$ cat config.mk
export PLATFORM = sky130hd
export DESIGN_NAME = wayPicker
export DESIGN_NICKNAME = d
export VERILOG_FILES = /design/src/memSysPkg.sv /design/src/wayPicker.sv
export SDC_FILE = /design/constraint.sdc
export NUM_CORES = 1
export LEC_CHECK = 0
export BUFFER_PORTS_ARGS = -buffer_cell sky130_fd_sc_hd__buf_4
export CORE_MARGIN = 5
export CORE_UTILIZATION = 25
export CTS_CLUSTER_DIAMETER = 50
export CTS_CLUSTER_SIZE = 25
export DETAILED_ROUTE_END_ITERATION = 8
export GPL_ROUTABILITY_DRIVEN = 0
export GPL_TIMING_DRIVEN = 0
export PLACE_DENSITY = 0.74
export REMOVE_ABC_BUFFERS = 1
export SLEW_MARGIN = 20
export SYNTH_ARGS = -nofsm -noshare
export SYNTH_HDL_FRONTEND = slang
export SYNTH_SLANG_ARGS = --single-unit
$ cat constraint.sdc
create_clock -name clk -period 3.05 [get_ports clk]
set_clock_uncertainty 0.2 [all_clocks]
set_input_delay 0.7625 -clock clk [delete_from_list [all_inputs] [get_ports clk]]
set_output_delay 0.7625 -clock clk [all_outputs]
set_load 0.02 [all_outputs]
$ cat src/memSysPkg.sv
`default_nettype none

package memSysPkg;

   // address and data widths of the requester side
   localparam int addrWidth = 16;
   localparam int dataWidth = 16;

   // a byte address is tag, set index and byte offset, from the top down
   localparam int tagWidth = 5;
   localparam int indexWidth = 8;
   localparam int offsetWidth = addrWidth - tagWidth - indexWidth;

   // four words per line, so two bits pick the word inside a line
   localparam int wordsPerLine = 4;
   localparam int wordSelWidth = $clog2(wordsPerLine);

   // cycles from a sampled memory read strobe to its data
   localparam int memLatency = 2;

   typedef logic [addrWidth-1:0] addrT;
   typedef logic [dataWidth-1:0] wordT;
   typedef logic [tagWidth-1:0] tagT;
   typedef logic [indexWidth-1:0] indexT;
   typedef logic [wordSelWidth-1:0] wordSelT;

   // word address into the backing memory made of tag, index and word select
   typedef logic [tagWidth+indexWidth+wordSelWidth-1:0] memAddrT;

   // access sequence of the miss controller
   typedef enum logic [3:0] {
      idle, compareRead, compareWrite,
      evictWord0, evictWord1, evictWord2, evictWord3,
      fetchWord0, fetchWord1, fetchWord2Fill0, fetchWord3Fill1,
      fill2, fill3,
      finalWrite, missDone, hitDone
   } ctrlStateT;

endpackage

`default_nettype wire

$ cat src/wayPicker.sv
`default_nettype none

module wayPicker (
   input  wire logic            clk,
   input  wire logic            arstN,
   input  wire logic            hit0,
   input  wire logic            hit1,
   input  wire logic            valid0,
   input  wire logic            valid1,
   input  wire logic            dirty0,
   input  wire logic            dirty1,
   input  wire memSysPkg::tagT  tagOut0,
   input  wire memSysPkg::tagT  tagOut1,
   input  wire memSysPkg::wordT readData0,
   input  wire memSysPkg::wordT readData1,
   input  wire logic            capture,
   input  wire logic            advance,
   input  wire logic            wayWrite,
   output logic                 anyHit,
   output logic                 selDirty,
   output memSysPkg::tagT       selTag,
   output memSysPkg::wordT      readData,
   output logic                 write0,
   output logic                 write1
);
   import memSysPkg::*;

   logic victim;
   logic selNow;
   logic selQ;
   logic sel;

   // hit first, then an empty way (way 0 before way 1), then the victim
   always_comb begin
      if (hit0) begin
         selNow = 1'b0;
      end else if (hit1) begin
         selNow = 1'b1;
      end else if (!valid0) begin
         selNow = 1'b0;
      end else if (!valid1) begin
         selNow = 1'b1;
      end else begin
         selNow = victim;
      end
   end

   // during compare the live choice is used, afterwards the captured one
   // so the fill cannot flip the way once the new tag lands in it
   assign sel = capture ? selNow : selQ;

   always_ff @(posedge clk or negedge arstN) begin
      if (!arstN) begin
         selQ   <= 1'b0;
         victim <= 1'b0;
      end else begin
         if (capture) begin
            selQ <= selNow;
         end
         // the victim flips once per finished access, hit or miss
         if (advance) begin
            victim <= ~victim;
         end
      end
   end

   assign anyHit   = hit0 | hit1;
   assign selDirty = sel ? dirty1 : dirty0;
   assign selTag   = sel ? tagOut1 : tagOut0;
   assign readData = sel ? readData1 : readData0;

   // only the selected way sees the write strobe
   assign write0 = wayWrite & ~sel;
   assign write1 = wayWrite & sel;

endmodule

`default_nettype wire

Yosys cells after proc, flatten, opt, wreduce, memory -nomap -nowiden --
Index checks and enable logic that the tools add are counted.
Word-level totals: register bits after elaboration 2, logic and storage cells 15
Operators by class: multiplexer cells 8, bitwise operators 5
Operators by type and width (count):
- $mux 16 | 1
- $mux 1 | 6
- $mux 5 | 1
- $and 1x1->1 | 2
- $not 1->1 | 2
- $or 1x1->1 | 1

Longest topological paths before layout --
Gate-level depths: netlist of run 1.
depth after elaboration 7, gate-level depth with buffers 5

Least setup slack after synthesis of run 1 --
Ideal clock, no wire load.
path type in2out, start point in hit0, end point out readData[0], data arrival time 1703 ps, data required time 2088 ps, path slack 385 ps, stages 4, path buffers 1, path through nand2b_1 -> o22ai_4 -> buf_6 -> mux2_4
Between the ends: word-level cells in the longest chain between the ends 3
Ends and longest elaborated chain:
- start: declaration | RTL line wayPicker.sv:6 | input wire logic hit0,
- $mux 1 | RTL line wayPicker.sv:35 | if (hit0) begin
- $mux 1
- $mux 16 | RTL line wayPicker.sv:70 | assign readData = sel ? readData1 : readData0;
- end: declaration | RTL line wayPicker.sv:22 | output memSysPkg::wordT readData,
Every way passes these cells.

Worst setup path after layout of run 1 --
start point in hit0, end point out readData[11]
Same word-level chain as after synthesis.

==> impl.org, run 1 <==
** Synth
- Among all cell types in the netlist, the one instantiated most often is sky130_fd_sc_hd__mux2_4.
- The Yosys step of the flow raised 0 warnings.
- Share of async-settable or async-resettable flops after synthesis :: between 90% and 100%
- The top cell type by area accounts for 53.97% of the synthesized area.
- Synthesis inferred 2 register bits.
- Post-Syn Area per Cell :: about 13 sq um
- Commonest cells in the netlist :: sky130_fd_sc_hd__mux2_4, sky130_fd_sc_hd__mux2_2, sky130_fd_sc_hd__buf_6, sky130_fd_sc_hd__dfrtp_1, sky130_fd_sc_hd__inv_1
- The most used flip-flop cell after synthesis is sky130_fd_sc_hd__dfrtp_1.
- Proportion of synthesized chip area in sequential cells :: 10.58%
- The mapped netlist covers 473.0 sq um.
- Library cell with the largest summed area after synthesis :: sky130_fd_sc_hd__mux2_4
- Cell count after synthesis :: 36
- Yosys mapped the design onto 13 distinct sky130hd cell types.
- Count of flip-flops with a built-in enable after synthesis :: 0
- Ranked by total cell area, the synthesized netlist is headed by sky130_fd_sc_hd__mux2_4, sky130_fd_sc_hd__mux2_2, sky130_fd_sc_hd__dfrtp_1.

** Placed design
- Buffers placed on the I/O ports in this run total 77.

** GRT
- Wire length of the first global-routing pass :: approximately 2.8 mm
- After global routing the overflow that remains totals 0.
- Maximum number of pins on one net before global-route repair :: 14
- Global routing consumed, over all layers together, 13.58% of the routing resources.
- The initial antenna violation count came to 0.
- Via count of the first global-routing pass :: 659

** Timing
- Measured against its own limit, the worst slew margin works out to a little over four fifths.
- Count of endpoints failing setup in the final report :: 0
- Max Clock Freq :: 343.9 MHz
- Final critical delay including setup and external delays :: 2.908 ns
- Actual transition at the worst max-transition pin :: 0.2325 ns
- Sum of negative setup slack :: 0 ns
- Setup repair after global routing left no endpoint under its margin.
- The count of endpoints failing hold in the final timing report is 0.
- Part of the cycle the worst path needs :: 95.35%
- Count of pins over their slew limit :: 0

** Clocking
- Bufs on Longest Clock Path :: 2
- Hold-fix buffers at CTS :: 0
- Library cell used as clock root buffer :: sky130_fd_sc_hd__clkbuf_4
- Clock tree synthesis found a total of 2 sinks.
- TritonCTS built the clock tree.
- Num CTS Buffers :: 3
- Clock-pin slew reported for the worst setup and hold paths after clock tree synthesis :: 0.03 ns
- For the worst-skew pair, the clock arrives at the later sink with an insertion delay of 0.22 ns.
- Maximum level of the CTS H-tree :: 1

** Setup path
- In this run the worst path has a maximum fanout of 11.
- CP Launch Type :: primary input
- The endpoint identified for the worst register-to-register timing path is selQ$_DFF_PN0_.
- At the worst endpoint, the arrival time is just under 2 ns.
- The worst register-to-register path has a depth of 4.
- R2r setup slk :: 1.71 ns
- Critical path class :: primary input to output port
- Element type at the critical path end :: output port
- Worst EP required :: ~2.1 ns
- The worst register-to-register path begins at victim$_DFFE_PN0P_.

** Floorplanning
- The floorplan step defined a core boundary enclosing 1764 sq um.
- Die area :: 2862 sq um
- Number of placement rows :: 15
- For this design the top-level I/O count stands at 78.
- Horizontal extent of the die :: 53.50 um
- Floorplan die height :: 53.50 um
- The initial utilization of the core area, before any placement, comes to 26.81%.

** Drt
- Wirelength per Cell :: 13.39 um
- For this run, design rule violations remaining after detail routing come to 0.
- Residual antenna-violating net count after detailed routing :: 0
- Number of DRC markers after the initial detailed-route iteration :: 0
- Length of the first detailed-routing pass in iterations :: 1
- Number of vias per cell :: 4.373
- The detailed router placed 621 vias in this run.
- Detailed-route wire length :: 1.901 mm

** Status
- Run status :: finished clean

** Finish
- Cells with a size suffix above 1 make up 93.16% of the layout.
- Post-layout nets :: 172
- Area growth from synthesis to layout :: 141.5%
- Count of antenna diodes in the layout :: 0
- Post-layout util :: between 60% and 70%

** Power
- Power per Cell Area :: 327.1 nW/um^2
- The worst-case IR drop observed on VDD is 0.0002098 V.
- Cell leakage power :: slightly above 0.0006 uW

** Worst hold path
- Min-Delay Path Class :: primary input to asynchronous set/reset pin

** Job
- Max-cap violations in this run came to 0.
-- area by class of cell --
| cell class | instances | area (sq um) |
|---|---|---|
| multi-input combinational | 31 | 412.9 |
| timing repair buffer | 79 | 618.1 |
| fill | 160 | 621.8 |
| sequential | 2 | 50.05 |
| tap | 25 | 31.28 |
| inverter | 2 | 7.507 |
| clock buffer | 3 | 22.52 |
-- flip-flops by register name (all words and copies together) (netlist names) --
| name | cells |
|---|---|
| victim | 1 |
| selQ | 1 |
-- through the flow --
stage,hold slack [ns],instance area (sq um),setup WS (ns),total power [uW],std cells
global placement,0.2644,1060,-0.2763,293.8,136
CTS,0.1016,1122,0.05091,374.7,141
finish,0.1121,1142,0.1419,373.7,142
floorplan,0.2424,450.4,0.06213,183.8,34
global route,0.1005,1142,0.09880,400.4,142
detailed placement,0.2659,1060,-0.3082,298.5,136
-- cells in the final DEF, fill, tap and decap left out --
| master | netlist | routed |
|---|---|---|
| sky130_fd_sc_hd__buf_4 | 0 | 77 |
| sky130_fd_sc_hd__mux2_4 | 17 | 17 |
| sky130_fd_sc_hd__mux2_2 | 5 | 5 |
| sky130_fd_sc_hd__clkbuf_4 | 0 | 3 |
| sky130_fd_sc_hd__inv_1 | 2 | 2 |
| sky130_fd_sc_hd__o22ai_4 | 1 | 2 |
| sky130_fd_sc_hd__buf_12 | 0 | 2 |
| sky130_fd_sc_hd__dfrtp_1 | 2 | 2 |
| sky130_fd_sc_hd__nand2b_1 | 1 | 1 |
| sky130_fd_sc_hd__nand2b_4 | 1 | 1 |
| sky130_fd_sc_hd__a21oi_4 | 1 | 1 |
| sky130_fd_sc_hd__or2_2 | 1 | 1 |
| sky130_fd_sc_hd__nor2_1 | 1 | 1 |
| sky130_fd_sc_hd__and2_1 | 1 | 1 |
| sky130_fd_sc_hd__xor2_1 | 1 | 1 |
-- cells by family (layout without fill, tap and decap cells) --
logic type	count (synthesis)	in the layout	share of synthesized area, %
flip-flops	2	2	10.58
AO/OA/AOI/OAI	2	3	7.673
XOR/XNOR	1	1	1.852
AND/OR/NAND/NOR	5	5	7.673
buffers and inverters	4	84	6.349
multiplexers	22	22	65.87
-- critical path, stage by stage --
cell and delay, ns:
sky130_fd_sc_hd__buf_4 0.11, sky130_fd_sc_hd__nand2b_1 0.22, sky130_fd_sc_hd__o22ai_4 0.21, sky130_fd_sc_hd__buf_12 0.18
sky130_fd_sc_hd__mux2_4 0.30, sky130_fd_sc_hd__buf_4 0.16
-- how the worst max path moves through the flow --
stage,from,end,slack (ns),depth (start not counted)
finish,hit0,readData[11],0.14,6
global route,hit0,readData[15],0.1,6
CTS,hit0,selTag[3],0.05,5
detailed placement,hit0,readData[15],-0.31,5
global placement,hit0,readData[15],-0.28,5
floorplan,hit0,readData[15],0.06,3
-- metal layers --
layer / up-vias / wire length (um) / track usage, %
met1: 271 / 607 / 12.15
met3: 0 / 335 / 5.352
met2: 55 / 959 / 25.92
met4: 0 / 0 / 6.383
li1: 295 / - / -
met5: - / 0 / 0
-- timing repair --
action	CTS	global route
resized for setup	1	0
buffers inserted	1	1
pin swaps	1	1
endpoints found under the setup margin	24	1
cloned	1	0
-- where the power goes --
part           switching, uW  internal (uW)
Sequential              5.06           35.2
Clock                   15.1           43.4
Combinational            111            164
Power figures use the tool's default switching activity.
==> run 2, diff against run 1 <==
Settings changed: PLACE_DENSITY 0.74 to 0.76.
Clock period 3.05 ns to 2.6 ns, I/O delays scaled along.
==> impl.org, run 2 (synthesis results as in run 1) <==
** Power
- Net switching power of the design :: 175.7 uW (+34%)
- The switching power share of the total came to 34.31% (-0.86 points).
- The combinational group share of total power was 77.7% (+4.1 points).
- Clock group share of total power :: 13.4% (-2.3 points)
- Internal portion of total power :: 336.4 uW (+39%)
- The worst voltage drop across the vdd grid was 0.0002661 V (+27%).
- The leakage dissipation was 0.0007012 uW (+14%).
- Power, Total :: 512.2 uW (+37%)
- Power per Cell Area :: 389.5 nW/um^2 (+19%)
- The sequential group share of total power is 8.9% (-1.9 points).

** Drt
- DRC viols :: 0 (unchanged)
- The routed wirelength normalized by instance count was 16.87 um (+26%).
- The detailed-route via count is 660 (+6.3%).
- Detailed-route wire length :: 2.497 mm (+31%)
- The average via count per standard cell is 4.459 (+2.0%).
- The iteration count of the initial detailed-routing pass is 3 (+2).
- The initial DRC count is 4 (+4).
- The number of antenna-violating nets in the routed design came to 0 (unchanged).

** Clocking
- The clock latency of the later-clocked register in the worst-skew pair came to 0.22 ns (about the same).
- The number of CTS-inserted buffers is 3 (unchanged).
- Bufs on Longest Clock Path :: 2 (unchanged)
- The clock slew at the register clock pins of the worst setup and hold paths is 0.03 ns (about the same).
- Clock tree from TritonCTS :: built
- Library cell used as clock root buffer :: sky130_fd_sc_hd__clkbuf_4
- The number of clock sinks is 2 (unchanged).
- The H-tree level count is 1 (unchanged).

** Setup path
- STA classifies the critical path startpoint as a primary input.
- The internal reg-to-reg setup slack was 1.10 ns (-0.61 ns).
- Maximum fanout encountered on the critical timing path :: 7 (-4)
- The worst setup path is captured at an output port.
- Critical path class :: primary input to output port
- Endpoint arrival time on the critical path :: 1.76 ns (-0.19 ns)
- Worst EP required :: 1.75 ns (-0.34 ns)

** Floorplanning
- Floorplan die height :: 53.50 um (unchanged)
- The die area came to 2862 sq um (unchanged).
- Number of placement rows :: 15 (unchanged)
- The placeable core region is 1764 sq um (unchanged).
- The width of the die came to 53.50 um (unchanged).
- Initial standard-cell utilization of the core :: 26.81% (unchanged)
- The I/O pin count was 78 (unchanged).

** Finish
- Layout fillers :: 145 (-9.4%)
- Most common library cell in the layout ignoring fill and taps :: sky130_fd_sc_hd__buf_4
- Count of antenna diodes in the layout :: 0 (unchanged)
- The largest registers in the layout are selQ x1, victim x1.
- Area growth from synthesis to layout :: 178.0%
- The top cell types in the final layout, fill and taps aside, are sky130_fd_sc_hd__buf_4, sky130_fd_sc_hd__buf_6, sky130_fd_sc_hd__mux2_4, sky130_fd_sc_hd__clkbuf_4.
- Layout cells sized above 1 :: 94.31% (+1.1 points)
- Post-layout nets :: 178 (+3.5%)
- The post-route standard cell area excluding fillers came to 1315 sq um (+15%).

** Timing
- Actual transition at the worst max-transition pin :: 0.2010 ns (-0.03152 ns)
- Sum of negative setup slack :: -0.02680 ns (-0.02680 ns)
- Setup repair after global routing could not meet its margin everywhere.
- After layout, the minimum clock period comes to 2.613 ns.
- Max Clock Freq :: around 380 MHz
- Count of pins over their slew limit :: 0 (unchanged)
- The count of endpoints failing hold in the final timing report was 0 (unchanged).
- The least setup slack across all paths after layout is -0.01346 ns (-0.1553 ns).
- The worst relative slew slack was 86.60% (+2.1 points).
- Part of the cycle the worst path needs :: 100.5%
- The number of failing setup endpoints in the final timing report is 5 (+5).

** Placed design
- Estimated wirelength of the detail-placed design :: 1.633 mm
- The cell area reported after detailed placement is 1060 sq um (unchanged).
- The port buffer count came to 77 (unchanged).
- Pre-CTS setup slack :: -0.5427 ns (-0.2345 ns)

** GRT
- The met3 capacity usage during global routing came to 6.761% (+1.4 points).
- The first-pass GRT wire length is 3.270 mm (+17%).
- GRT Residual Overflow :: 0 (unchanged)
- GR peak layer :: met2
- Number of antenna violations at the first check in global routing :: 0 (unchanged)
- The fraction of met2 tracks used by global routing was 28.37% (+2.4 points).
- The global-route track usage on met1 was 15.26% (+3.1 points).
- Maximum number of pins on one net before global-route repair :: 8 (-6)
- Via count of the first global-routing pass :: 742 (+13%)
- Global routing usage summed across all routing layers :: 15.77% (+2.2 points)

** Status
- The checks that failed: negative setup slack.
- The flow ran to the end, but the final reports show violations.

** Worst hold path
- Min-Delay Path Class :: flop to flop

** Job
- The max-capacitance violation count was 0 (unchanged).
run 2: cell count changes in the layout (fill, tap and decap cells not counted), sizes merged:
cell / before / now
buf: 79 / 84
dlygate4sd3: 0 / 1
run 2: path summary, 6_finish.rpt:
check                      cells past startpoint          startpoint            endpoint
min reg2reg                                    2  victim$_DFFE_PN0P_  victim$_DFFE_PN0P_
max reg2reg                                    6  victim$_DFFE_PN0P_      selQ$_DFF_PN0_
max                                            8              valid1        readData[14]
max in group asynchronous                      2               arstN  victim$_DFFE_PN0P_
min in group asynchronous                      2               arstN      selQ$_DFF_PN0_
min                                            2  victim$_DFFE_PN0P_  victim$_DFFE_PN0P_
run 2: power by group through the flow:
stage	combinational [uW]	clock, uW	sequential (uW)
floorplan	169	0	46.3
global placement	297	0	47.9
detailed placement	302	0	48.1
CTS	379	72.8	47.8
global route	419	76.6	46.4
finish	398	68.7	45.5
run 2: area by class of cell:
cell class / instances / area, sq um / share of cell area [%]
Clock buffer: 3 / 22.52 / 1.713
Inverter: 2 / 7.507 / 0.5709
Multi-Input combinational cell: 31 / 441.7 / 33.59
Sequential cell: 2 / 50.05 / 3.806
Tap cell: 25 / 31.28 / 2.379
Timing Repair Buffer: 85 / 762.0 / 57.94
run 2: stage by stage:
stage,std cells,hold slack (ns),util [%]
floorplan,34,0.1544,-
CTS,149,0.2748,73.26
global placement,136,0.2321,60.07
detailed placement,136,0.2342,60.07
finish,148,0.3430,74.54
global route,148,0.3670,74.54
run 2: timing repair:
item | CTS | global route
cloned | 2 | 0
resized for setup | 22 | 17
pin swaps | 3 | 3
endpoints found under the setup margin | 24 | 23
hold buffers | 1 | 0
buffers inserted | 7 | 1
endpoints found under the hold margin | 2 | 0
run 2: per-layer routing:
layer	wire (um)	vias up
met5	0	-
met4	57	0
met3	329	4
met2	1358	51
met1	752	298
li1	-	307
run 2: critical path: stages:
cell	delay, ns
sky130_fd_sc_hd__buf_6	0.09
sky130_fd_sc_hd__nand2b_4	0.06
sky130_fd_sc_hd__a21oi_4	0.07
sky130_fd_sc_hd__buf_6	0.12
sky130_fd_sc_hd__o22ai_4	0.16
sky130_fd_sc_hd__buf_12	0.16
sky130_fd_sc_hd__mux2_4	0.31
sky130_fd_sc_hd__buf_6	0.13
