$ cat config.mk
export PLATFORM = sky130hd
export DESIGN_NAME = missController
export DESIGN_NICKNAME = d
export VERILOG_FILES = /design/src/memSysPkg.sv /design/src/missController.sv
export SDC_FILE = /design/constraint.sdc
export NUM_CORES = 1
export LEC_CHECK = 0
export BUFFER_PORTS_ARGS = -buffer_cell sky130_fd_sc_hd__buf_2
export CAP_MARGIN = 20
export CORE_ASPECT_RATIO = 1.4
export CORE_MARGIN = 3
export CORE_UTILIZATION = 35
export CTS_BUF_LIST = sky130_fd_sc_hd__clkbuf_16
export CTS_CLUSTER_SIZE = 40
export DETAILED_ROUTE_END_ITERATION = 6
export PLACE_DENSITY_LB_ADDON = 0.12
export SLEW_MARGIN = 20
export SYNTH_ARGS = -nofsm -noshare
export SYNTH_HDL_FRONTEND = slang
export SYNTH_SLANG_ARGS = --single-unit
$ cat constraint.sdc
create_clock -name clk -period 3.9 [get_ports clk]
set_input_delay 0.78 -clock clk [delete_from_list [all_inputs] [get_ports clk]]
set_output_delay 0.78 -clock clk [all_outputs]
set_load 0.01 [all_outputs]
$ cat src/memSysPkg.sv
`default_nettype none

package memSysPkg;

   // address and data widths of the requester side
   localparam int addrWidth = 16;
   localparam int dataWidth = 16;

   // a byte address is tag, set index and byte offset, from the top down
   localparam int tagWidth = 5;
   localparam int indexWidth = 8;
   localparam int offsetWidth = addrWidth - tagWidth - indexWidth;

   // four words per line, so two bits pick the word inside a line
   localparam int wordsPerLine = 4;
   localparam int wordSelWidth = $clog2(wordsPerLine);

   // cycles from a sampled memory read strobe to its data
   localparam int memLatency = 2;

   typedef logic [addrWidth-1:0] addrT;
   typedef logic [dataWidth-1:0] wordT;
   typedef logic [tagWidth-1:0] tagT;
   typedef logic [indexWidth-1:0] indexT;
   typedef logic [wordSelWidth-1:0] wordSelT;

   // word address into the backing memory made of tag, index and word select
   typedef logic [tagWidth+indexWidth+wordSelWidth-1:0] memAddrT;

   // access sequence of the miss controller
   typedef enum logic [3:0] {
      idle, compareRead, compareWrite,
      evictWord0, evictWord1, evictWord2, evictWord3,
      fetchWord0, fetchWord1, fetchWord2Fill0, fetchWord3Fill1,
      fill2, fill3,
      finalWrite, missDone, hitDone
   } ctrlStateT;

endpackage

`default_nettype wire

$ cat src/missController.sv
`default_nettype none

module missController (
   input  wire logic            clk,
   input  wire logic            arstN,
   input  wire memSysPkg::addrT addr,
   input  wire memSysPkg::wordT dataIn,
   input  wire logic            rd,
   input  wire logic            wr,
   input  wire logic            anyHit,
   input  wire logic            selDirty,
   input  wire memSysPkg::tagT  selTag,
   input  wire memSysPkg::wordT memReadData,
   output logic                 done,
   output logic                 stall,
   output logic                 cacheHit,
   output memSysPkg::wordSelT   wordSel,
   output memSysPkg::wordT      wayWriteData,
   output logic                 wayWrite,
   output logic                 wayFill,
   output logic                 capture,
   output logic                 advance,
   output logic                 memRead,
   output logic                 memWrite,
   output memSysPkg::memAddrT   memAddr
);
   import memSysPkg::*;

   ctrlStateT state;
   ctrlStateT nextState;

   // fields of the held request without offset bit 0
   tagT     reqTag;
   indexT   reqIndex;
   wordSelT reqWord;

   // word of the cache line and word and tag of the memory access
   wordSelT lineWord;
   wordSelT memWord;
   tagT     memTag;

   assign reqTag   = addr[addrWidth-1 -: tagWidth];
   assign reqIndex = addr[offsetWidth +: indexWidth];
   assign reqWord  = addr[1 +: wordSelWidth];

   // ####################
   // state sequence
   // ####################

   always_ff @(posedge clk or negedge arstN) begin
      if (!arstN) begin
         state <= idle;
      end else begin
         state <= nextState;
      end
   end

   always_comb begin
      nextState = state;
      case (state)
         // exactly one of rd and wr makes a request
         idle: begin
            if (rd && !wr) begin
               nextState = compareRead;
            end else if (wr && !rd) begin
               nextState = compareWrite;
            end
         end
         compareRead, compareWrite: begin
            if (anyHit) begin
               nextState = hitDone;
            end else if (selDirty) begin
               nextState = evictWord0;
            end else begin
               nextState = fetchWord0;
            end
         end
         evictWord0:      nextState = evictWord1;
         evictWord1:      nextState = evictWord2;
         evictWord2:      nextState = evictWord3;
         evictWord3:      nextState = fetchWord0;
         fetchWord0:      nextState = fetchWord1;
         fetchWord1:      nextState = fetchWord2Fill0;
         fetchWord2Fill0: nextState = fetchWord3Fill1;
         fetchWord3Fill1: nextState = fill2;
         fill2:           nextState = fill3;
         // the request is still held, so wr tells whether a word is left to store
         fill3:           nextState = (wr && !rd) ? finalWrite : missDone;
         finalWrite:      nextState = missDone;
         default:         nextState = idle;
      endcase
   end

   // ####################
   // datapath controls
   // ####################

   always_comb begin
      lineWord     = reqWord;
      memWord      = reqWord;
      memTag       = reqTag;
      wayWriteData = dataIn;
      wayWrite     = 1'b0;
      wayFill      = 1'b0;
      memRead      = 1'b0;
      memWrite     = 1'b0;
      case (state)
         // a write hit stores the word right away, a write miss waits for the fill
         compareWrite: wayWrite = anyHit;
         // the victim line goes back under its own tag, word by word
         evictWord0, evictWord1, evictWord2, evictWord3: begin
            memWrite = 1'b1;
            memTag   = selTag;
            lineWord = wordSelT'(state - evictWord0);
            memWord  = wordSelT'(state - evictWord0);
         end
         fetchWord0, fetchWord1: begin
            memRead = 1'b1;
            memWord = wordSelT'(state - fetchWord0);
         end
         // two reads are in flight here, the older data fills the line
         fetchWord2Fill0, fetchWord3Fill1: begin
            memRead  = 1'b1;
            memWord  = wordSelT'(state - fetchWord0);
            lineWord = wordSelT'(state - fetchWord2Fill0);
         end
         default: begin
         end
      endcase
      case (state)
         fetchWord2Fill0, fetchWord3Fill1, fill2, fill3: begin
            wayWrite     = 1'b1;
            wayFill      = 1'b1;
            wayWriteData = memReadData;
         end
         default: begin
         end
      endcase
      if (state == fill2 || state == fill3) begin
         lineWord = wordSelT'(state - fill2 + 2);
      end
      if (state == finalWrite) begin
         wayWrite = 1'b1;
      end
   end

   assign wordSel = lineWord;
   assign memAddr = {memTag, reqIndex, memWord};

   // ####################
   // requester handshake
   // ####################

   assign done     = (state == hitDone) || (state == missDone);
   assign cacheHit = (state == hitDone);
   assign stall    = !(state == idle || done);

   // selection is frozen when compare ends, the victim moves when done ends
   assign capture = (state == compareRead) || (state == compareWrite);
   assign advance = done;

endmodule

`default_nettype wire

Word-level counts from Yosys, hierarchy flattened
Cells that the tools add are included.
{"block": "totals", "wordCells": 54, "output_inout_bits": 42, "ff_bits": 4, "inputBits": 59}
{"block": "classes", "add_sub_neg": 5, "eq_ne": 16, "reduce_logical": 15, "mux": 17}
{"op": "4-bit case mux with 13 select lines", "n": 1}
{"op": "4-bit == test, second input constant", "n": 8}
{"op": "4-bit by 3-bit == test with 1-bit output, second input constant", "n": 4}
{"op": "16-bit 2-to-1 mux", "n": 1}
{"op": "4-bit 2-to-1 mux", "n": 3}
{"op": "4-bit OR reduction", "n": 3}
{"op": "4-bit by 2-bit == test with 1-bit output, second input constant", "n": 2}
{"op": "2-bit case mux with 2 select lines", "n": 2}
{"op": "1-bit 2-to-1 mux", "n": 6}
{"op": "2-bit subtractor, second input constant", "n": 3}
{"op": "5-bit 2-to-1 mux", "n": 1}
{"op": "4-bit by 1-bit == test with 1-bit output, second input constant", "n": 1}
{"op": "4-bit logical NOT", "n": 1}
{"op": "1-bit logical OR", "n": 4}
{"op": "2-bit 2-to-1 mux", "n": 2}
{"op": "2-bit OR reduction", "n": 2}
{"op": "1-bit logical NOT", "n": 3}
{"op": "3-bit 2-to-1 mux", "n": 1}
{"op": "3-bit inequality test, second input constant", "n": 1}
{"op": "2-bit adder, second input constant", "n": 1}
{"op": "1-bit logical AND", "n": 2}
{"op": "2-bit by 1-bit subtractor with 2-bit output, second input constant", "n": 1}

Depth between registers and ports, before layout
Gate-level depths: netlist of run 1.
{"block": "depth", "depth_word": 5, "depth_mapped": 7, "mapped_depth_nobuf": 6}

Worst setup path after synthesis of run 1
Ideal clock, no wire load.
{"block": "synth_timing", "path_kind": "register -> output", "from": "reg state[0]", "to": "out memAddr[10]", "path_slack_ns": 1.265, "required_ns": 3.120, "arrival_ns": 1.855, "path_stages_with_launch": 6, "cell_sequence": "dfrtp_1 ha_1 buf_2 or4b_4 nand2_2 mux2_2"}
{"block": "synth_via", "elab_chain_cells": 3, "word_cells_on_any_way": 6}
{"element": "start, declared", "line": "missController.sv:29", "text": "ctrlStateT state;"}
{"element": "start signal, assigned", "line": "missController.sv:52", "text": "state <= idle;"}
{"element": "start signal, assigned", "line": "missController.sv:54", "text": "state <= nextState;"}
{"element": "4-bit by 3-bit == test with 1-bit output or 4-bit by 2-bit == test with 1-bit output (tied branches)", "line": "missController.sv:107", "text": "case (state)"}
{"element": "4-bit OR reduction *", "line": "missController.sv:107"}
{"element": "5-bit 2-to-1 mux *", "line": "missController.sv:107"}
{"element": "end, declared", "line": "missController.sv:25", "text": "output memSysPkg::memAddrT memAddr"}
Every way passes the cells marked *; elsewhere a longest branch is shown, timed or not.

Worst setup path in the final report of run 1
{"block": "layout_timing", "from": "reg state[0]", "to": "out wayWriteData[8]"}
{"block": "layout_via", "elab_chain_cells": 3, "word_cells_on_any_way": 6}
{"element": "4-bit == test", "line": "missController.sv:130", "text": "case (state)"}
{"element": "4-bit OR reduction *", "line": "missController.sv:130"}
{"element": "16-bit 2-to-1 mux *", "line": "missController.sv:130"}
{"element": "end, declared", "line": "missController.sv:18", "text": "output memSysPkg::wordT wayWriteData,"}
Marked as above.

==> results of run 1 <==
## report_power, final
part           internal (µW)  switching [µW]  leakage [µW]
clock network            131            29.0     0.0000370
logic                    446             482      0.000700
registers               64.4            66.0     0.0000480
## cell type report
cell class,count,area share
Inverter,11,0.0286
Timing Repair Buffer,83,0.288
Multi-Input combinational cell,89,0.530
Clock buffer,3,0.0521
Tap cell,36,0.0313
Sequential cell,4,0.0694
## critical path, delay by kind of cell (launching register included)
kind / cells / cell delay (ns)
adders and majority gates: 1 / 0.38
muxes: 1 / 0.41
DFF: 1 / 0.44
buffers and inverters: 2 / 0.28
and+or+nand+nor: 2 / 0.98
## per-layer routing
layer | share of wire | track usage | vias up
li1 | - | - | 571
met1 | 0.39 | 0.166 | 502
met2 | 0.51 | 0.309 | 62
met3 | 0.10 | 0.0469 | 2
met4 | 0.0034 | 0.0525 | 0
met5 | 0 | 0 | -
## cell families (layout without fill, tap and decap cells)
logic type                 after synthesis  in the layout  share of synthesized area
AOI/OAI and AO/OA                       25             25                      0.174
adders and majority gates                7              7                     0.0858
buffers and inverters                   28             97                      0.153
DFF                                      4              4                     0.0980
muxes                                   22             22                      0.271
and+or+nand+nor                         35             35                      0.218
## metrics by stage
step                      utilization  cells
final                           0.534    226
after global routing            0.534    226
after floorplan                     -    121
after global placement          0.506    223
after CTS                       0.534    226
after detailed placement        0.506    223
## cells in the final DEF (no fill, tap or decap), types with 2 or more instances in the layout
master,count
o31ai_1,2
a31oi_1,4
o211ai_1,2
nor2b_1,2
nand2_1,2
nor2_1,8
nand3_1,2
or3_1,3
clkbuf_16,3
mux2_4,8
a21oi_1,5
nand2b_1,3
inv_1,10
o21ai_0,2
and4b_1,2
o221ai_1,2
nor3_1,3
ha_1,7
dfrtp_1,4
nand3b_1,2
mux2_2,13
a32oi_1,2
buf_2,83
## worst min-delay path by stage
stage,end,slack (ns)
2_1_floorplan,state[0]$_DFFE_PN0P_,0.48
3_3_place_gp,state[1]$_DFFE_PN0P_,0.58
3_5_place_dp,state[0]$_DFFE_PN0P_,0.59
4_1_cts,state[3]$_DFFE_PN0P_,0.35
5_1_grt,state[3]$_DFFE_PN0P_,0.35
6_report,state[2]$_DFFE_PN0P_,0.35
==> metrics.txt, run 1 <==
status completed; post-synthesis cell count 121; Detail Placement HPWL 2410 µm; Layout fillers 289; vias in the first global route 1094; Setup WS pre-CTS 0.629 ns; cell chosen for the clock root clkbuf_16; port bufs 83; worst reg-to-reg setup slack 1.87 ns; number of synthesized flops with an enable pin 0; Cell Rows 22; minimum clock period 3.49 ns; worst-case clock buffer depth 2; largest net degree at the start of global routing 26; Async SR Flop Fraction 1.00; Distinct cells, synth 41; global-route wire length before repair 4760 µm; setup TNS 0 ns; area delta synth->final 41.2%; TritonCTS clock tree built; overall power 1220 µW; RSZ-0062 raised after global routing no; TritonCTS Buffers 3; Tcrit/Tclk final 0.894; Cell Area, Synth 1020 µm²; Worst setup SP type register; WP data arrival 2.71 ns; router iterations before antenna repair 4; Synth area leaders mux2_2 14%, mux2_4 12%, dfrtp_1 9.8%; diode count 0; drt drc 0; clock sinks 4; CP startpoint state[0]$_DFFE_PN0P_; CP Capture Type primary output; Die ar. 3610 µm²; DR vias/cell 5.03; Reg area 100 µm²; Final setup viols 0; R2R Path End state[0]$_DFFE_PN0P_; chip width 51.6 µm; wire per inst 13.0 µm; flops & latches, synth 4; Final Skew 0.00424 ns; Hold Vio Cnt, Final 0; register area share after synthesis 0.0980; gpl congestion 0.852; FMAX 0.287 GHz; commonest cells in the netlist 13 x mux2_2, 10 x inv_1, 9 x buf_4; actual slew at the worst max-slew pin 0.801 ns; Clk pin slew, worst setup/hold paths 0.03 ns; Post-CTS Hold Buffers 0; RR Startpoint state[0]$_DFFE_PN0P_; placed instance area 1370 µm²; Hold Slack 0.349 ns; routed vias 1137; post-synth top area cell mux2_2; CP max stage delay 0.70 ns; gr usage total 0.164; CP endpoint wayWriteData[8]; Mean Syn Cell Area 8.44 µm²; worst path cell trace inv_1, ha_1, nor4_2, or3_1, mux2_2, buf_2; Yosys top cell area share 0.143; total gr overflow 0; CP max stage cell or3_1; post-route cell area 1440 µm²; multi-input combinational cell area 764 µm²; worst vdd rail ir drop 0.511 mV; Initial Util 0.378; most instantiated library cell after synthesis mux2_2; total setup buffers inserted after CTS 0; max reg flops 4; post-CTS sizing 0; Most flops, register state; Crit Path Category register to primary output; Max Cap Viol 0; initial DRC count 16; R2R depth 5; Syn Nets 187; layout cells sized above 1 0.589; worst skew pair latency 0.23 ns; Nets 258; Worst Hold Class input pin to async pin; Ports 101; Rel. slew slack 0.466; Post-synth top flop dfrtp_1; Largest regs state (4); max-slew violations 0; Data required, critical path 3.12 ns; Final ANT Viol Nets 0; Die Span Y 69.9 µm; Core ar. 2700 µm²; Pleak 0.000785 µW; antenna violations before repair 0; Worst Path Max Fanout 18; CTS H-Tree Depth 1; WL final 2950 µm; yosys synthesis warning count 0; pwr/cell area 845 nW/µm²; min setup slack post-route 0.413 ns
Power figures use the tool's default switching activity.
==> inputs of run 2 (changes only) <==
- BUFFER_PORTS_ARGS: -buffer_cell sky130_fd_sc_hd__buf_2 -> -buffer_cell sky130_fd_sc_hd__clkbuf_2
- CORE_ASPECT_RATIO: 1.4 -> default
- PLACE_DENSITY: default -> 0.87
- PLACE_DENSITY_LB_ADDON: 0.12 -> default
==> run 2 against run 1 <==
  * Via count rose by 1.7%
  * Global-route usage down 0.58 points
  * Register-to-register slack better by 0.02 ns
  * Routed wire length down 0.51%
  * Die area shrank 0.25%
  * Total power grew 0.33%
  * First-iteration DRC count grew 81%
  * Non-clock buffer count unchanged
  * Hold slack improved by 0.0015 ns
  * Critical path type unchanged
  * Largest power group unchanged
==> metrics.txt, run 2 (synthesis results as in run 1) <==
placed instance area 1360 µm²; max reg flops 4; worst vdd rail ir drop 0.496 mV; Die Span Y 60.0 µm; Core ar. 2610 µm²; Hold Vio Cnt, Final 0; CP max stage cell or3_1; cell chosen for the clock root clkbuf_16; commonest cells after routing, fill and taps aside 83 x clkbuf_2, 13 x mux2_2, 10 x inv_1; global-route wire length before repair 4460 µm; post-route cell area 1430 µm²; routed vias 1156; Final setup viols 0; TritonCTS Buffers 3; total setup buffers inserted after CTS 0; Final ANT Viol Nets 0; area delta synth->final 40.4%; Hold Slack 0.350 ns; wire per inst 13.3 µm; Die ar. 3600 µm²; minimum clock period 3.48 ns; WL final 2930 µm; Worst setup SP type register; initial DRC count 29; Initial Util 0.391; CP Capture Type primary output; status completed; Crit Path Category register to primary output; Nets 258; diode count 0; Final Skew 0.00280 ns; gr usage total 0.158; Layout fillers 252; worst-case clock buffer depth 2; max-slew violations 0; gpl congestion 0.764; Pleak 0.000797 µW; Cell Rows 18; CTS H-Tree Depth 1; Largest regs state (4); clock sinks 4; actual slew at the worst max-slew pin 0.805 ns; chip width 60.0 µm; drt drc 0; commonest non-fill, non-tap cell in the layout clkbuf_2; largest net degree at the start of global routing 26; Finished Layout Cells 220; Worst Hold Class input pin to async pin; Max Cap Viol 0; total gr overflow 0; router iterations before antenna repair 4; Setup WS pre-CTS 0.634 ns; CP max stage delay 0.70 ns; Ports 101; DR vias/cell 5.25; FMAX 0.287 GHz; WP data arrival 2.70 ns; RSZ-0062 raised after global routing no; worst path cell trace inv_1, ha_1, nor4_2, or3_1, mux2_2, clkbuf_2; Most flops, register state; TritonCTS clock tree built; Post-CTS Hold Buffers 0; pwr/cell area 853 nW/µm²; post-CTS sizing 0; Worst Path Max Fanout 18; antenna violations before repair 0; Data required, critical path 3.12 ns; vias in the first global route 1058; Detail Placement HPWL 2460 µm; Tcrit/Tclk final 0.893; setup TNS 0 ns; min setup slack post-route 0.416 ns; worst skew pair latency 0.23 ns; port bufs 83; Post-Place Cells 217; layout cells sized above 1 0.589; Rel. slew slack 0.463; Clk pin slew, worst setup/hold paths 0.03 ns
run 2: cell types whose count changed in the layout (fill, tap and decap cells not counted), sizes merged:
cell / change
clkbuf: +83
buf: -83
run 2: cell type report:
class                           instances  area, µm²  area share
Timing Repair Buffer                   83        415       0.290
Clock buffer                            3       75.1      0.0524
Inverter                               11       41.3      0.0288
Tap cell                               30       37.5      0.0262
Multi-Input combinational cell         89        764       0.533
Sequential cell                         4        100      0.0698
run 2: per-stage QoR:
step | util | power, µW
CTS | 0.549 | 1240
floorplan | - | 819
global route | 0.549 | 1340
finish | 0.549 | 1220
global placement | 0.520 | 1050
detailed placement | 0.520 | 1070
run 2: report_power, final:
group | switching (µW) | total (µW) | internal [µW]
Clock | 30.5 | 162 | 131
Combinational | 487 | 930 | 444
Sequential | 66.4 | 131 | 64.4
run 2: worst paths after layout:
check | cells past startpoint | startpoint | endpoint | slack [ns]
setup / recovery | 6 | state[0]$_DFFE_PN0P_ | wayWriteData[1] | 0.42
hold / removal | 1 | arstN | state[1]$_DFFE_PN0P_ | 0.35
setup reg to reg | 5 | state[0]$_DFFE_PN0P_ | state[0]$_DFFE_PN0P_ | 1.89
hold reg to reg | 1 | state[0]$_DFFE_PN0P_ | state[0]$_DFFE_PN0P_ | 0.65
max in group asynchronous | 1 | arstN | state[0]$_DFFE_PN0P_ | 3.43
min in group clk | 1 | state[0]$_DFFE_PN0P_ | state[0]$_DFFE_PN0P_ | 0.65
run 2: worst max-delay path: cells and delay by family (launching register included):
kind,cells,cell delay [ns]
simple gates,2,0.97
flops,1,0.43
mux,1,0.42
fa+ha+maj,1,0.38
buf+inv,2,0.28
run 2: routing by layer:
| layer | up-vias | global-route usage | wire (µm) |
|---|---|---|---|
| met5 | - | 0 | 0 |
| met4 | 0 | 0.0506 | 22 |
| met3 | 6 | 0.0454 | 385 |
| met2 | 59 | 0.290 | 1520 |
| met1 | 516 | 0.173 | 999 |
| li1 | 575 | - | - |
==> inputs of run 3 (changes only) <==
- RECOVER_POWER: default -> 50
==> run 3 against run 2 <==
  * Die area unchanged
  * Maximum frequency up 0.24%
  * Global-route usage stayed put
  * Highest routed layer unchanged
  * Cell count unchanged
  * Hold slack improved by 0.018 ns
  * Routed wire length decreased by 0.17%
  * Non-clock buffer count stayed put
  * Total power is 1.8% lower
  * Cell area fell by 1.2%
  * Register-to-register slack got worse by 0.10 ns
==> metrics.txt, run 3 (synthesis results as in run 1) <==
commonest non-fill, non-tap cell in the layout clkbuf_2; drt drc 0; Ports 101; area delta synth->final 38.7%; Reg area 100 µm²; Cell Rows 18; wire per inst 13.3 µm; TritonCTS Buffers 3; min setup slack post-route 0.424 ns; Initial Util 0.391; WL final 2930 µm; diode count 0; FMAX 0.288 GHz; R2R Path End state[2]$_DFFE_PN0P_; Setup WS pre-CTS 0.634 ns; Hold Vio Cnt, Final 0; layout cells sized above 1 0.532; router iterations before antenna repair 4; Clk pin slew, worst setup/hold paths 0.03 ns; routed vias 1157; worst skew pair latency 0.23 ns; Pleak 0.000767 µW; actual slew at the worst max-slew pin 0.805 ns; gr usage total 0.158; port bufs 83; Data required, critical path 3.12 ns; vias in the first global route 1058; pwr/cell area 848 nW/µm²; max reg flops 4; worst vdd rail ir drop 0.465 mV; Final setup viols 0; Rel. slew slack 0.463; post-route cell area 1420 µm²; Max Cap Viol 0; Core ar. 2610 µm²; DR vias/cell 5.26; Final ANT Viol Nets 0; gpl congestion 0.764; global-route wire length before repair 4460 µm; Most flops, register state; WP data arrival 2.70 ns; CP max stage cell or3_1; CP Capture Type primary output; initial DRC count 34; Worst Hold Class input pin to async pin; cell chosen for the clock root clkbuf_16; Final Skew 0.00255 ns; multi-input combinational cell area 758 µm²; CP max stage delay 0.70 ns; post-CTS sizing 0; Post-CTS Hold Buffers 0; worst-case clock buffer depth 2; Die ar. 3600 µm²; worst reg-to-reg setup slack 1.79 ns; Largest regs state (4); status completed; setup TNS 0 ns; total setup buffers inserted after CTS 0; placed instance area 1360 µm²; commonest cells after routing, fill and taps aside 74 x clkbuf_2, 13 x mux2_2, 10 x inv_1; RR Startpoint state[0]$_DFFE_PN0P_; clock sinks 4; CTS H-Tree Depth 1; Worst Path Max Fanout 18; overall power 1200 µW; total gr overflow 0; Nets 258; minimum clock period 3.48 ns; max-slew violations 0; Worst setup SP type register; worst path cell trace inv_1, ha_1, nor4_2, or3_1, mux2_2, clkbuf_2; chip width 60.0 µm; Die Span Y 60.0 µm; Crit Path Category register to primary output; RSZ-0062 raised after global routing no; Layout fillers 257; TritonCTS clock tree built; largest net degree at the start of global routing 26; R2R depth 5; Tcrit/Tclk final 0.891; Detail Placement HPWL 2460 µm; antenna violations before repair 0
==> run 3: changes by cell type in the layout (fill, tap and decap cells not counted) <==
cell	previous run	this run
clkbuf_1	0	9
nand2_2	1	0
nand2_1	2	3
clkbuf_2	83	74
or4b_1	0	1
or4b_4	1	0
==> run 3: layer usage <==
layer | up-vias | GRT usage | wire length, µm
li1 | 576 | - | -
met1 | 518 | 0.173 | 998
met2 | 57 | 0.290 | 1520
met3 | 6 | 0.0454 | 384
met4 | 0 | 0.0506 | 22
met5 | - | 0 | 0
==> run 3: worst max-delay path, delay by kind of cell, from the launching register on <==
family	cells	cell delay, ns
buffers and inverters	2	0.28
flip-flops	1	0.43
adder cells (fa/ha/maj)	1	0.37
multiplexers	1	0.42
AND/OR/NAND/NOR	2	0.97
==> run 3: metrics by stage <==
stage | hold WS (ns) | std cells | util
6_report | 0.368 | 220 | 0.542
5_1_grt | 0.388 | 220 | 0.542
4_1_cts | 0.348 | 220 | 0.549
3_5_place_dp | 0.590 | 217 | 0.520
3_3_place_gp | 0.588 | 217 | 0.520
2_1_floorplan | 0.484 | 121 | -
==> run 3: layout make-up <==
cell class,count,share of cell area
Clock buffer,3,0.0530
Multi-Input combinational cell,89,0.535
Inverter,11,0.0292
Timing Repair Buffer,83,0.285
Sequential cell,4,0.0707
Tap cell,30,0.0265
==> run 3: how the worst max path moves through the flow <==
stage               depth (start not counted)              end  slack, ns                 start
global placement                            6  wayWriteData[8]       0.68  state[0]$_DFFE_PN0P_
CTS                                         6  wayWriteData[1]       0.40  state[0]$_DFFE_PN0P_
global route                                6  wayWriteData[1]       0.21  state[0]$_DFFE_PN0P_
detailed placement                          6  wayWriteData[1]       0.63  state[0]$_DFFE_PN0P_
floorplan                                   5      memAddr[10]       1.26  state[0]$_DFFE_PN0P_
finish                                      6  wayWriteData[1]       0.42  state[0]$_DFFE_PN0P_
==> run 3: where the power goes <==
group | internal [µW] | total, µW | switching (µW)
combinational | 426 | 909 | 483
clock | 131 | 162 | 30.4
sequential | 64.4 | 130 | 66.1
total | 621 | 1200 | 580
